===== src/common/sha256_pkg.sv =====
`default_nettype none

package sha256_pkg;

	// One 32-bit data word
	typedef logic [31:0] word_t;

	// Round index, 0 to 63
	typedef logic [5:0] round_t;

	// Padded message block, word 0 in the top bits
	typedef struct packed {
		word_t w0;
		word_t w1;
		word_t w2;
		word_t w3;
		word_t w4;
		word_t w5;
		word_t w6;
		word_t w7;
		word_t w8;
		word_t w9;
		word_t w10;
		word_t w11;
		word_t w12;
		word_t w13;
		word_t w14;
		word_t w15;
	} block_t;

	// Chaining value, h0 in the top bits
	typedef struct packed {
		word_t h0;
		word_t h1;
		word_t h2;
		word_t h3;
		word_t h4;
		word_t h5;
		word_t h6;
		word_t h7;
	} digest_t;

	// Command from the register block to the core
	typedef struct packed {
		logic start;
		logic chain;
	} hash_cmd_t;

	localparam digest_t INIT_DIGEST = '{
		h0: 32'h6a09e667, h1: 32'hbb67ae85, h2: 32'h3c6ef372, h3: 32'ha54ff53a,
		h4: 32'h510e527f, h5: 32'h9b05688c, h6: 32'h1f83d9ab, h7: 32'h5be0cd19
	};

	localparam logic [6:0] NUM_ROUNDS = 7'd64;

	////////////////////////////////////////////////////////////////////
	// Register map
	////////////////////////////////////////////////////////////////////
	localparam logic [11:0] REG_CTRL        = 12'h000;
	localparam logic [11:0] REG_STATUS      = 12'h004;
	localparam logic [11:0] REG_BLOCK_BASE  = 12'h040;
	localparam logic [11:0] REG_DIGEST_BASE = 12'h080;

	// AXI response codes
	localparam logic [1:0] RESP_OKAY   = 2'b00;
	localparam logic [1:0] RESP_SLVERR = 2'b10;

	// Rotate right by a constant amount
	function automatic word_t rotr(input word_t x, input int unsigned n);
		return (x >> n) | (x << (32 - n));
	endfunction

endpackage

`default_nettype wire

===== src/logic/sha256_axil_top.sv =====
`default_nettype none

module sha256_axil_top
	import sha256_pkg::*;
(
	input  wire         clk,
	input  wire         rst,
	input  wire [11:0]  awaddr,
	input  wire         awvalid,
	output logic        awready,
	input  wire [31:0]  wdata,
	input  wire [3:0]   wstrb,
	input  wire         wvalid,
	output logic        wready,
	output logic [1:0]  bresp,
	output logic        bvalid,
	input  wire         bready,
	input  wire [11:0]  araddr,
	input  wire         arvalid,
	output logic        arready,
	output logic [31:0] rdata,
	output logic [1:0]  rresp,
	output logic        rvalid,
	input  wire         rready
);

	// Register block to core
	hash_cmd_t cmd;
	block_t    block;
	digest_t   digest;
	logic      busy;
	logic      done;

	// Core to constant table and schedule
	round_t    round;
	logic      load;
	logic      step;
	word_t     k;
	word_t     w;

	axil_regs u_regs (.*);

	round_constants u_consts (.*);

	message_schedule u_sched (.*);

	compress_core u_core (.*);

endmodule

`default_nettype wire


===== src/logic/axil_regs.sv =====
`default_nettype none

module axil_regs
	import sha256_pkg::*;
(
	input  wire          clk,
	input  wire          rst,
	input  wire [11:0]   awaddr,
	input  wire          awvalid,
	output logic         awready,
	input  wire [31:0]   wdata,
	input  wire [3:0]    wstrb,
	input  wire          wvalid,
	output logic         wready,
	output logic [1:0]   bresp,
	output logic         bvalid,
	input  wire          bready,
	input  wire [11:0]   araddr,
	input  wire          arvalid,
	output logic         arready,
	output word_t        rdata,
	output logic [1:0]   rresp,
	output logic         rvalid,
	input  wire          rready,
	output hash_cmd_t    cmd,
	output block_t       block,
	input  wire          busy,
	input  wire          done,
	input  wire digest_t digest
);

	typedef struct packed {
		logic ctrl;
		logic status;
		logic blk;
		logic dig;
	} reg_sel_t;

	word_t [0:15] blk_q;
	word_t [0:7]  dig_words;
	reg_sel_t     wsel;
	reg_sel_t     rsel;
	logic         aw_w_ready;
	logic         wr_en;
	logic         rd_en;
	logic         start_ok;
	logic         done_sticky;
	word_t        rd_word;
	logic [1:0]   rd_resp;

	function automatic reg_sel_t decode(input logic [11:0] addr);
		reg_sel_t sel;
		sel.ctrl   = (addr[11:2] == REG_CTRL[11:2]);
		sel.status = (addr[11:2] == REG_STATUS[11:2]);
		sel.blk    = (addr[11:6] == REG_BLOCK_BASE[11:6]);
		sel.dig    = (addr[11:5] == REG_DIGEST_BASE[11:5]);
		return sel;
	endfunction

	assign wsel      = decode(awaddr);
	assign rsel      = decode(araddr);
	assign awready   = aw_w_ready;
	assign wready    = aw_w_ready;
	assign wr_en     = awvalid && wvalid && aw_w_ready;
	assign rd_en     = arvalid && arready;
	assign block     = blk_q;
	assign dig_words = digest;

	// Start is dropped while the core runs
	assign start_ok = wr_en && wsel.ctrl && wstrb[0] && wdata[0] && !busy;

	////////////////////////////////////////////////////////////////////
	// Write channels
	////////////////////////////////////////////////////////////////////
	always_ff @(posedge clk)
	begin
		if (rst)
		begin
			aw_w_ready <= 1'b0;
			bvalid     <= 1'b0;
		end
		else
		begin
			// Address and data accepted together, one-cycle ready
			aw_w_ready <= awvalid && wvalid && !aw_w_ready && !bvalid;
			if (wr_en)
				bvalid <= 1'b1;
			else if (bready)
				bvalid <= 1'b0;
		end
	end

	always_ff @(posedge clk)
	begin
		if (wr_en)
			bresp <= (wsel != '0) ? RESP_OKAY : RESP_SLVERR;
	end

	// Block words with byte strobes
	always_ff @(posedge clk)
	begin
		if (wr_en && wsel.blk)
		begin
			for (int i = 0; i < 4; i++)
			begin
				if (wstrb[i])
					blk_q[awaddr[5:2]][8*i +: 8] <= wdata[8*i +: 8];
			end
		end
	end

	always_ff @(posedge clk)
	begin
		if (rst)
		begin
			cmd         <= '0;
			done_sticky <= 1'b0;
		end
		else
		begin
			cmd.start <= start_ok;
			if (start_ok)
				cmd.chain <= wdata[1];
			if (done)
				done_sticky <= 1'b1;
			else if (cmd.start)
				done_sticky <= 1'b0;
		end
	end

	////////////////////////////////////////////////////////////////////
	// Read channels
	////////////////////////////////////////////////////////////////////
	always_comb
	begin
		rd_word = '0;
		rd_resp = RESP_OKAY;
		if (rsel.ctrl)
			rd_word = {30'd0, cmd.chain, 1'b0};
		else if (rsel.status)
			rd_word = {30'd0, done_sticky, busy};
		else if (rsel.blk)
			rd_word = blk_q[araddr[5:2]];
		else if (rsel.dig)
			rd_word = dig_words[araddr[4:2]];
		else
			rd_resp = RESP_SLVERR;
	end

	always_ff @(posedge clk)
	begin
		if (rst)
		begin
			arready <= 1'b0;
			rvalid  <= 1'b0;
		end
		else
		begin
			arready <= arvalid && !arready && !rvalid;
			if (rd_en)
				rvalid <= 1'b1;
			else if (rready)
				rvalid <= 1'b0;
		end
	end

	// Read data held with rvalid until rready
	always_ff @(posedge clk)
	begin
		if (rd_en)
		begin
			rdata <= rd_word;
			rresp <= rd_resp;
		end
	end

endmodule

`default_nettype wire


===== src/sha256/compress_core.sv =====
`default_nettype none

module compress_core
	import sha256_pkg::*;
(
	input  wire            clk,
	input  wire            rst,
	input  wire hash_cmd_t cmd,
	input  wire word_t     k,
	input  wire word_t     w,
	output round_t         round,
	output logic           load,
	output logic           step,
	output logic           busy,
	output logic           done,
	output digest_t        digest
);

	typedef enum logic [1:0] {
		ST_IDLE,
		ST_LOAD,
		ST_ROUNDS,
		ST_FINISH
	} state_t;

	state_t  state;
	round_t  cnt;
	digest_t digest_q;
	digest_t start_vars;
	word_t   a, b, c, d, e, f, g, h;
	word_t   t1;
	word_t   t2;

	function automatic word_t big_sigma0(input word_t x);
		return rotr(x, 2) ^ rotr(x, 13) ^ rotr(x, 22);
	endfunction

	function automatic word_t big_sigma1(input word_t x);
		return rotr(x, 6) ^ rotr(x, 11) ^ rotr(x, 25);
	endfunction

	function automatic word_t ch(input word_t x, input word_t y, input word_t z);
		return (x & y) ^ (~x & z);
	endfunction

	function automatic word_t maj(input word_t x, input word_t y, input word_t z);
		return (x & y) ^ (x & z) ^ (y & z);
	endfunction

	////////////////////////////////////////////////////////////////////
	// Control
	////////////////////////////////////////////////////////////////////
	always_ff @(posedge clk)
	begin
		if (rst)
		begin
			state    <= ST_IDLE;
			cnt      <= '0;
			digest_q <= INIT_DIGEST;
		end
		else
		begin
			case (state)
				ST_IDLE:
				begin
					if (cmd.start)
					begin
						state <= ST_LOAD;
						if (!cmd.chain)
							digest_q <= INIT_DIGEST;
					end
				end
				ST_LOAD:
				begin
					state <= ST_ROUNDS;
					cnt   <= '0;
				end
				ST_ROUNDS:
				begin
					cnt <= cnt + 6'd1;
					if ({1'b0, cnt} == NUM_ROUNDS - 7'd1)
						state <= ST_FINISH;
				end
				ST_FINISH:
				begin
					digest_q.h0 <= digest_q.h0 + a;
					digest_q.h1 <= digest_q.h1 + b;
					digest_q.h2 <= digest_q.h2 + c;
					digest_q.h3 <= digest_q.h3 + d;
					digest_q.h4 <= digest_q.h4 + e;
					digest_q.h5 <= digest_q.h5 + f;
					digest_q.h6 <= digest_q.h6 + g;
					digest_q.h7 <= digest_q.h7 + h;
					state       <= ST_IDLE;
				end
				default:
					state <= ST_IDLE;
			endcase
		end
	end

	////////////////////////////////////////////////////////////////////
	// Round datapath
	////////////////////////////////////////////////////////////////////
	assign start_vars = cmd.chain ? digest_q : INIT_DIGEST;
	assign t1 = h + big_sigma1(e) + ch(e, f, g) + k + w;
	assign t2 = big_sigma0(a) + maj(a, b, c);

	always_ff @(posedge clk)
	begin
		if (state == ST_IDLE && cmd.start)
		begin
			a <= start_vars.h0;
			b <= start_vars.h1;
			c <= start_vars.h2;
			d <= start_vars.h3;
			e <= start_vars.h4;
			f <= start_vars.h5;
			g <= start_vars.h6;
			h <= start_vars.h7;
		end
		else if (state == ST_ROUNDS)
		begin
			a <= t1 + t2;
			b <= a;
			c <= b;
			d <= c;
			e <= d + t1;
			f <= e;
			g <= f;
			h <= g;
		end
	end

	// Index one ahead, the constant table has a cycle of latency
	assign round  = (state == ST_ROUNDS) ? cnt + 6'd1 : '0;
	assign load   = (state == ST_LOAD);
	assign step   = (state == ST_ROUNDS);
	assign busy   = (state != ST_IDLE);
	assign done   = (state == ST_FINISH);
	assign digest = digest_q;

endmodule

`default_nettype wire


===== src/sha256/message_schedule.sv =====
`default_nettype none

module message_schedule
	import sha256_pkg::*;
(
	input  wire         clk,
	input  wire         load,
	input  wire         step,
	input  wire block_t block,
	output word_t       w
);

	// Window of the last sixteen schedule words, oldest at index 0
	word_t [0:15] win;
	word_t        w_new;

	function automatic word_t small_sigma0(input word_t x);
		return rotr(x, 7) ^ rotr(x, 18) ^ (x >> 3);
	endfunction

	function automatic word_t small_sigma1(input word_t x);
		return rotr(x, 17) ^ rotr(x, 19) ^ (x >> 10);
	endfunction

	// Expansion from the words 2, 7, 15 and 16 rounds back
	assign w_new = small_sigma1(win[14]) + win[9] + small_sigma0(win[1]) + win[0];

	always_ff @(posedge clk)
	begin
		if (load)
		begin
			// Snapshot, so the block registers are free during a hash
			win <= block;
		end
		else if (step)
		begin
			win <= {win[1:15], w_new};
		end
	end

	assign w = win[0];

endmodule

`default_nettype wire


===== src/sha256/round_constants.sv =====
`default_nettype none

module round_constants
	import sha256_pkg::*;
(
	input  wire         clk,
	input  wire round_t round,
	output word_t       k
);

	// Fractional parts of the cube roots of the first 64 primes
	word_t rom [NUM_ROUNDS];

	// Synchronous read, k belongs to the index of the previous edge
	always_ff @(posedge clk)
	begin
		k <= rom[round];
	end

	initial
	begin
		rom[0]  = 32'h428a2f98;
		rom[1]  = 32'h71374491;
		rom[2]  = 32'hb5c0fbcf;
		rom[3]  = 32'he9b5dba5;
		rom[4]  = 32'h3956c25b;
		rom[5]  = 32'h59f111f1;
		rom[6]  = 32'h923f82a4;
		rom[7]  = 32'hab1c5ed5;
		rom[8]  = 32'hd807aa98;
		rom[9]  = 32'h12835b01;
		rom[10] = 32'h243185be;
		rom[11] = 32'h550c7dc3;
		rom[12] = 32'h72be5d74;
		rom[13] = 32'h80deb1fe;
		rom[14] = 32'h9bdc06a7;
		rom[15] = 32'hc19bf174;
		rom[16] = 32'he49b69c1;
		rom[17] = 32'hefbe4786;
		rom[18] = 32'h0fc19dc6;
		rom[19] = 32'h240ca1cc;
		rom[20] = 32'h2de92c6f;
		rom[21] = 32'h4a7484aa;
		rom[22] = 32'h5cb0a9dc;
		rom[23] = 32'h76f988da;
		rom[24] = 32'h983e5152;
		rom[25] = 32'ha831c66d;
		rom[26] = 32'hb00327c8;
		rom[27] = 32'hbf597fc7;
		rom[28] = 32'hc6e00bf3;
		rom[29] = 32'hd5a79147;
		rom[30] = 32'h06ca6351;
		rom[31] = 32'h14292967;
		rom[32] = 32'h27b70a85;
		rom[33] = 32'h2e1b2138;
		rom[34] = 32'h4d2c6dfc;
		rom[35] = 32'h53380d13;
		rom[36] = 32'h650a7354;
		rom[37] = 32'h766a0abb;
		rom[38] = 32'h81c2c92e;
		rom[39] = 32'h92722c85;
		rom[40] = 32'ha2bfe8a1;
		rom[41] = 32'ha81a664b;
		rom[42] = 32'hc24b8b70;
		rom[43] = 32'hc76c51a3;
		rom[44] = 32'hd192e819;
		rom[45] = 32'hd6990624;
		rom[46] = 32'hf40e3585;
		rom[47] = 32'h106aa070;
		rom[48] = 32'h19a4c116;
		rom[49] = 32'h1e376c08;
		rom[50] = 32'h2748774c;
		rom[51] = 32'h34b0bcb5;
		rom[52] = 32'h391c0cb3;
		rom[53] = 32'h4ed8aa4a;
		rom[54] = 32'h5b9cca4f;
		rom[55] = 32'h682e6ff3;
		rom[56] = 32'h748f82ee;
		rom[57] = 32'h78a5636f;
		rom[58] = 32'h84c87814;
		rom[59] = 32'h8cc70208;
		rom[60] = 32'h90befffa;
		rom[61] = 32'ha4506ceb;
		rom[62] = 32'hbef9a3f7;
		rom[63] = 32'hc67178f2;
	end

endmodule

`default_nettype wire


===== config.mk =====
export PLATFORM = sky130hd
export DESIGN_NAME = sha256_axil_top
export DESIGN_NICKNAME = d
export VERILOG_FILES = /design/src/common/sha256_pkg.sv /design/src/logic/sha256_axil_top.sv /design/src/logic/axil_regs.sv /design/src/sha256/compress_core.sv /design/src/sha256/message_schedule.sv /design/src/sha256/round_constants.sv
export SDC_FILE = /design/constraint.sdc
export NUM_CORES = 2
export LEC_CHECK = 0
export ABC_AREA = 1
export BUFFER_PORTS_ARGS = -buffer_cell sky130_fd_sc_hd__buf_4
export CAP_MARGIN = 20
export CORE_MARGIN = 3
export CORE_UTILIZATION = 40
export DETAILED_ROUTE_END_ITERATION = 10
export PLACE_DENSITY = 0.66
export SYNTH_ARGS = -nofsm -noshare
export SYNTH_HDL_FRONTEND = slang
export SYNTH_HIERARCHICAL = 1
export SYNTH_SLANG_ARGS = --single-unit

===== constraint.sdc =====
create_clock -name clk -period 9 [get_ports clk]
set_input_delay 1.8 -clock clk [delete_from_list [all_inputs] [get_ports clk]]
set_output_delay 1.8 -clock clk [all_outputs]
set_load 0.01 [all_outputs]

==> flow_summary.json <==
{
  "max_freq_ghz": 0.132,
  "finClkSkew_ns": 0.0774,
  "end_kind": "flop",
  "maxCapViolations": 0,
  "max_stage_delay_ns": 0.81,
  "num-fill-cells": 26400,
  "rsz0062_at_grt": "false",
  "path_max_fanout": 7,
  "fp.dieW_um": 518,
  "dpl-instance-area_um2": 108000,
  "grt_pass1_wl_mm": 618,
  "antenna_found_initial": 21,
  "synth_seq_cells": 1617,
  "whs_path_depth": 1,
  "gp_congestion": 1.05,
  "synth_warnings": 6,
  "grtUsageTotal_pct": 31.1,
  "htreeDepth": 4,
  "wire_per_inst_um": 25.7,
  "die_area_um2": 269000,
  "synth-edff-count": 1314,
  "synthTopCellsByCount": "nand2_1 (4419), edfxtp_1 (1314), inv_1 (1249)",
  "synth_ff_type": "edfxtp_1",
  "avgViaCountPerCell": 5.60,
  "ctsHoldBuffers": 0,
  "fin_nets": 13800,
  "grt_pass1_vias": 88400,
  "grt_overflow": 0,
  "tritoncts.num_buffers": 195,
  "io-pin-count": 108,
  "hold_path.class": "reg -> reg",
  "syn_area_um2": 105000,
  "drive_gt1_share_pct": 5.02,
  "postRouteAntennaNets": 0,
  "hpwlAfterDp_mm": 319,
  "final-max-slew-violation-count": 0,
  "fin_ws_ns": 1.43,
  "multiInputGateArea_um2": 51900,
  "setup_viol": 0,
  "cts_resized": 0,
  "synth_cells": 13400,
  "synth_most_common_cell": "nand2_1",
  "cts_tree": "yes",
  "synth_cell_types": 71,
  "drt_iter0_markers": 11000,
  "yosysTopAreaCell": "edfxtp_1",
  "synth_top_area_share_pct": 37.6,
  "vias": 94400,
  "clock_tree.buffer_depth": 4,
  "async_flop_share_pct": 0,
  "stdcell_area_um2": 115000,
  "syn_area_per_cell_um2": 7.83,
  "regArea_um2": 45500,
  "dp_worst_setup_slack_ns": 1.64,
  "area_growth_pct": 9.09,
  "r2r.worst_path.cells": 29,
  "finalSetupTns_ns": 0,
  "clock-sinks": 1617,
  "path_clk_slew_ns": 0.06,
  "wl_mm": 433,
  "critPathSlowestCell": "edfxtp_1",
  "rows": 187,
  "period_needed_ns": 7.57,
  "dr.pass1.iters": 8,
  "worst_ep_required_time_ns": 9.57,
  "ys_seq_area_share_pct": 43.3,
  "clock_latency_ns": 0.89,
  "drc": 0,
  "critical_path_class": "reg -> reg",
  "cp.arrival_ns": 8.14,
  "start_kind": "flop",
  "start_util_pct": 40.3,
  "port_buffers": 101,
  "cts_setup_buffers": 0,
  "core-area_um2": 260000,
  "status": "complete, no violations",
  "period_share_pct": 84.1,
  "grt_max_degree": 207,
  "synth_area_leaders": "edfxtp_1 (38%), nand2_1 (16%), dfxtp_1 (5.8%)",
  "crit_top_cell": "nand2_1",
  "tightest_slew_ns": 1.24,
  "die_h_um": 518,
  "clockRootBuffer": "clkbuf_16",
  "hold_viol": 0,
  "relSlewSlack_pct": 17.1
}
[metal layers]
metal | share of wire, % | routed length (µm) | track usage, %
met4 | 9.1 | 39300 | 23.4
met3 | 8.4 | 36200 | 4.87
met2 | 44 | 192000 | 48.8
met1 | 38 | 165000 | 38.6
met5 | 0.027 | 116 | 0
[through the flow]
stage,utilization (%),instances,hold slack [ns]
final,44.0,16800,0.467
after global routing,44.0,16800,0.483
after CTS,44.0,16800,0.465
after detailed placement,41.6,16500,0.451
after global placement,41.6,16500,0.434
after floorplan,-,13400,0.442
[cells in the final DEF (no fill, tap or decap), types with 79 or more instances in the layout]
master	instances
xnor2_1	178
ha_1	394
o21ai_1	86
fa_1	195
o211ai_1	83
buf_4	179
nand4_1	113
xor2_1	250
clkbuf_16	197
edfxtp_1	1314
a21oi_1	815
nor3_1	79
inv_1	1243
o21ai_0	790
nand3_1	817
nor2_1	1190
dfxtp_1	302
nand2_1	4417
[cell families (layout without fill, tap and decap cells)]
kind of cell             count (synthesis)  count (layout)  share of synthesized area (%)
AO/OA/AOI/OAI                         2054            2054                           10.7
AND/OR/NAND/NOR                       6803            6803                           26.3
buffers and inverters                 1895            1808                           7.32
multiplexers                            15              15                          0.158
other                                    1              13                        0.00357
adder cells (fa/ha/maj)                612             612                           8.63
flip-flops                            1617            1617                           43.3
XOR/XNOR                               428             428                           3.57
[path summary, 6_finish.rpt]
path	from	end	slack, ns
worst max-delay path	u_core/e[25]	u_core/a[31]	1.43
worst min-delay path	u_regs/rvalid	u_regs/arready	0.47
worst max register to register	u_core/e[25]	u_core/a[31]	1.43
worst min register to register	u_regs/rvalid	u_regs/arready	0.47
[final cells by class]
type,count,share of cell area (%)
Sequential cell,1617,39.7
Tap cell,3496,3.82
Timing Repair Buffer,197,1.45
Clock buffer,247,4.57
Clock inverter,102,0.921
Inverter,1262,4.17
Antenna cell,11,0.0240
Multi-Input combinational cell,9914,45.3
[state kept, by name, indices dropped and copies added (netlist names), 2 cells and up]
signal / cells
u_regs/block: 512
u_sched/win: 480
u_core/digest: 256
u_consts/k: 32
u_core/a: 32
u_core/b: 32
u_core/c: 32
u_core/d: 32
u_core/e: 32
u_core/f: 32
u_core/g: 32
u_core/h: 32
u_regs/rdata: 32
u_sched/w: 32
u_core/cnt: 6
u_core/state: 2
u_regs/cmd: 2
[critical path: cells and delay by family (launching register included)]
family	cells	cell delay (ns)
AOI/OAI and AO/OA	2	0.57
xor gates and xnor gates	2	0.96
adders and majority gates	7	2.88
buffers and inverters	5	0.63
DFF	1	0.81
and+or+nand+nor	13	1.45
Power is left out: the tool's default activity adds up to more than one toggle a clock period on the data nets, which glitch-free logic cannot reach.
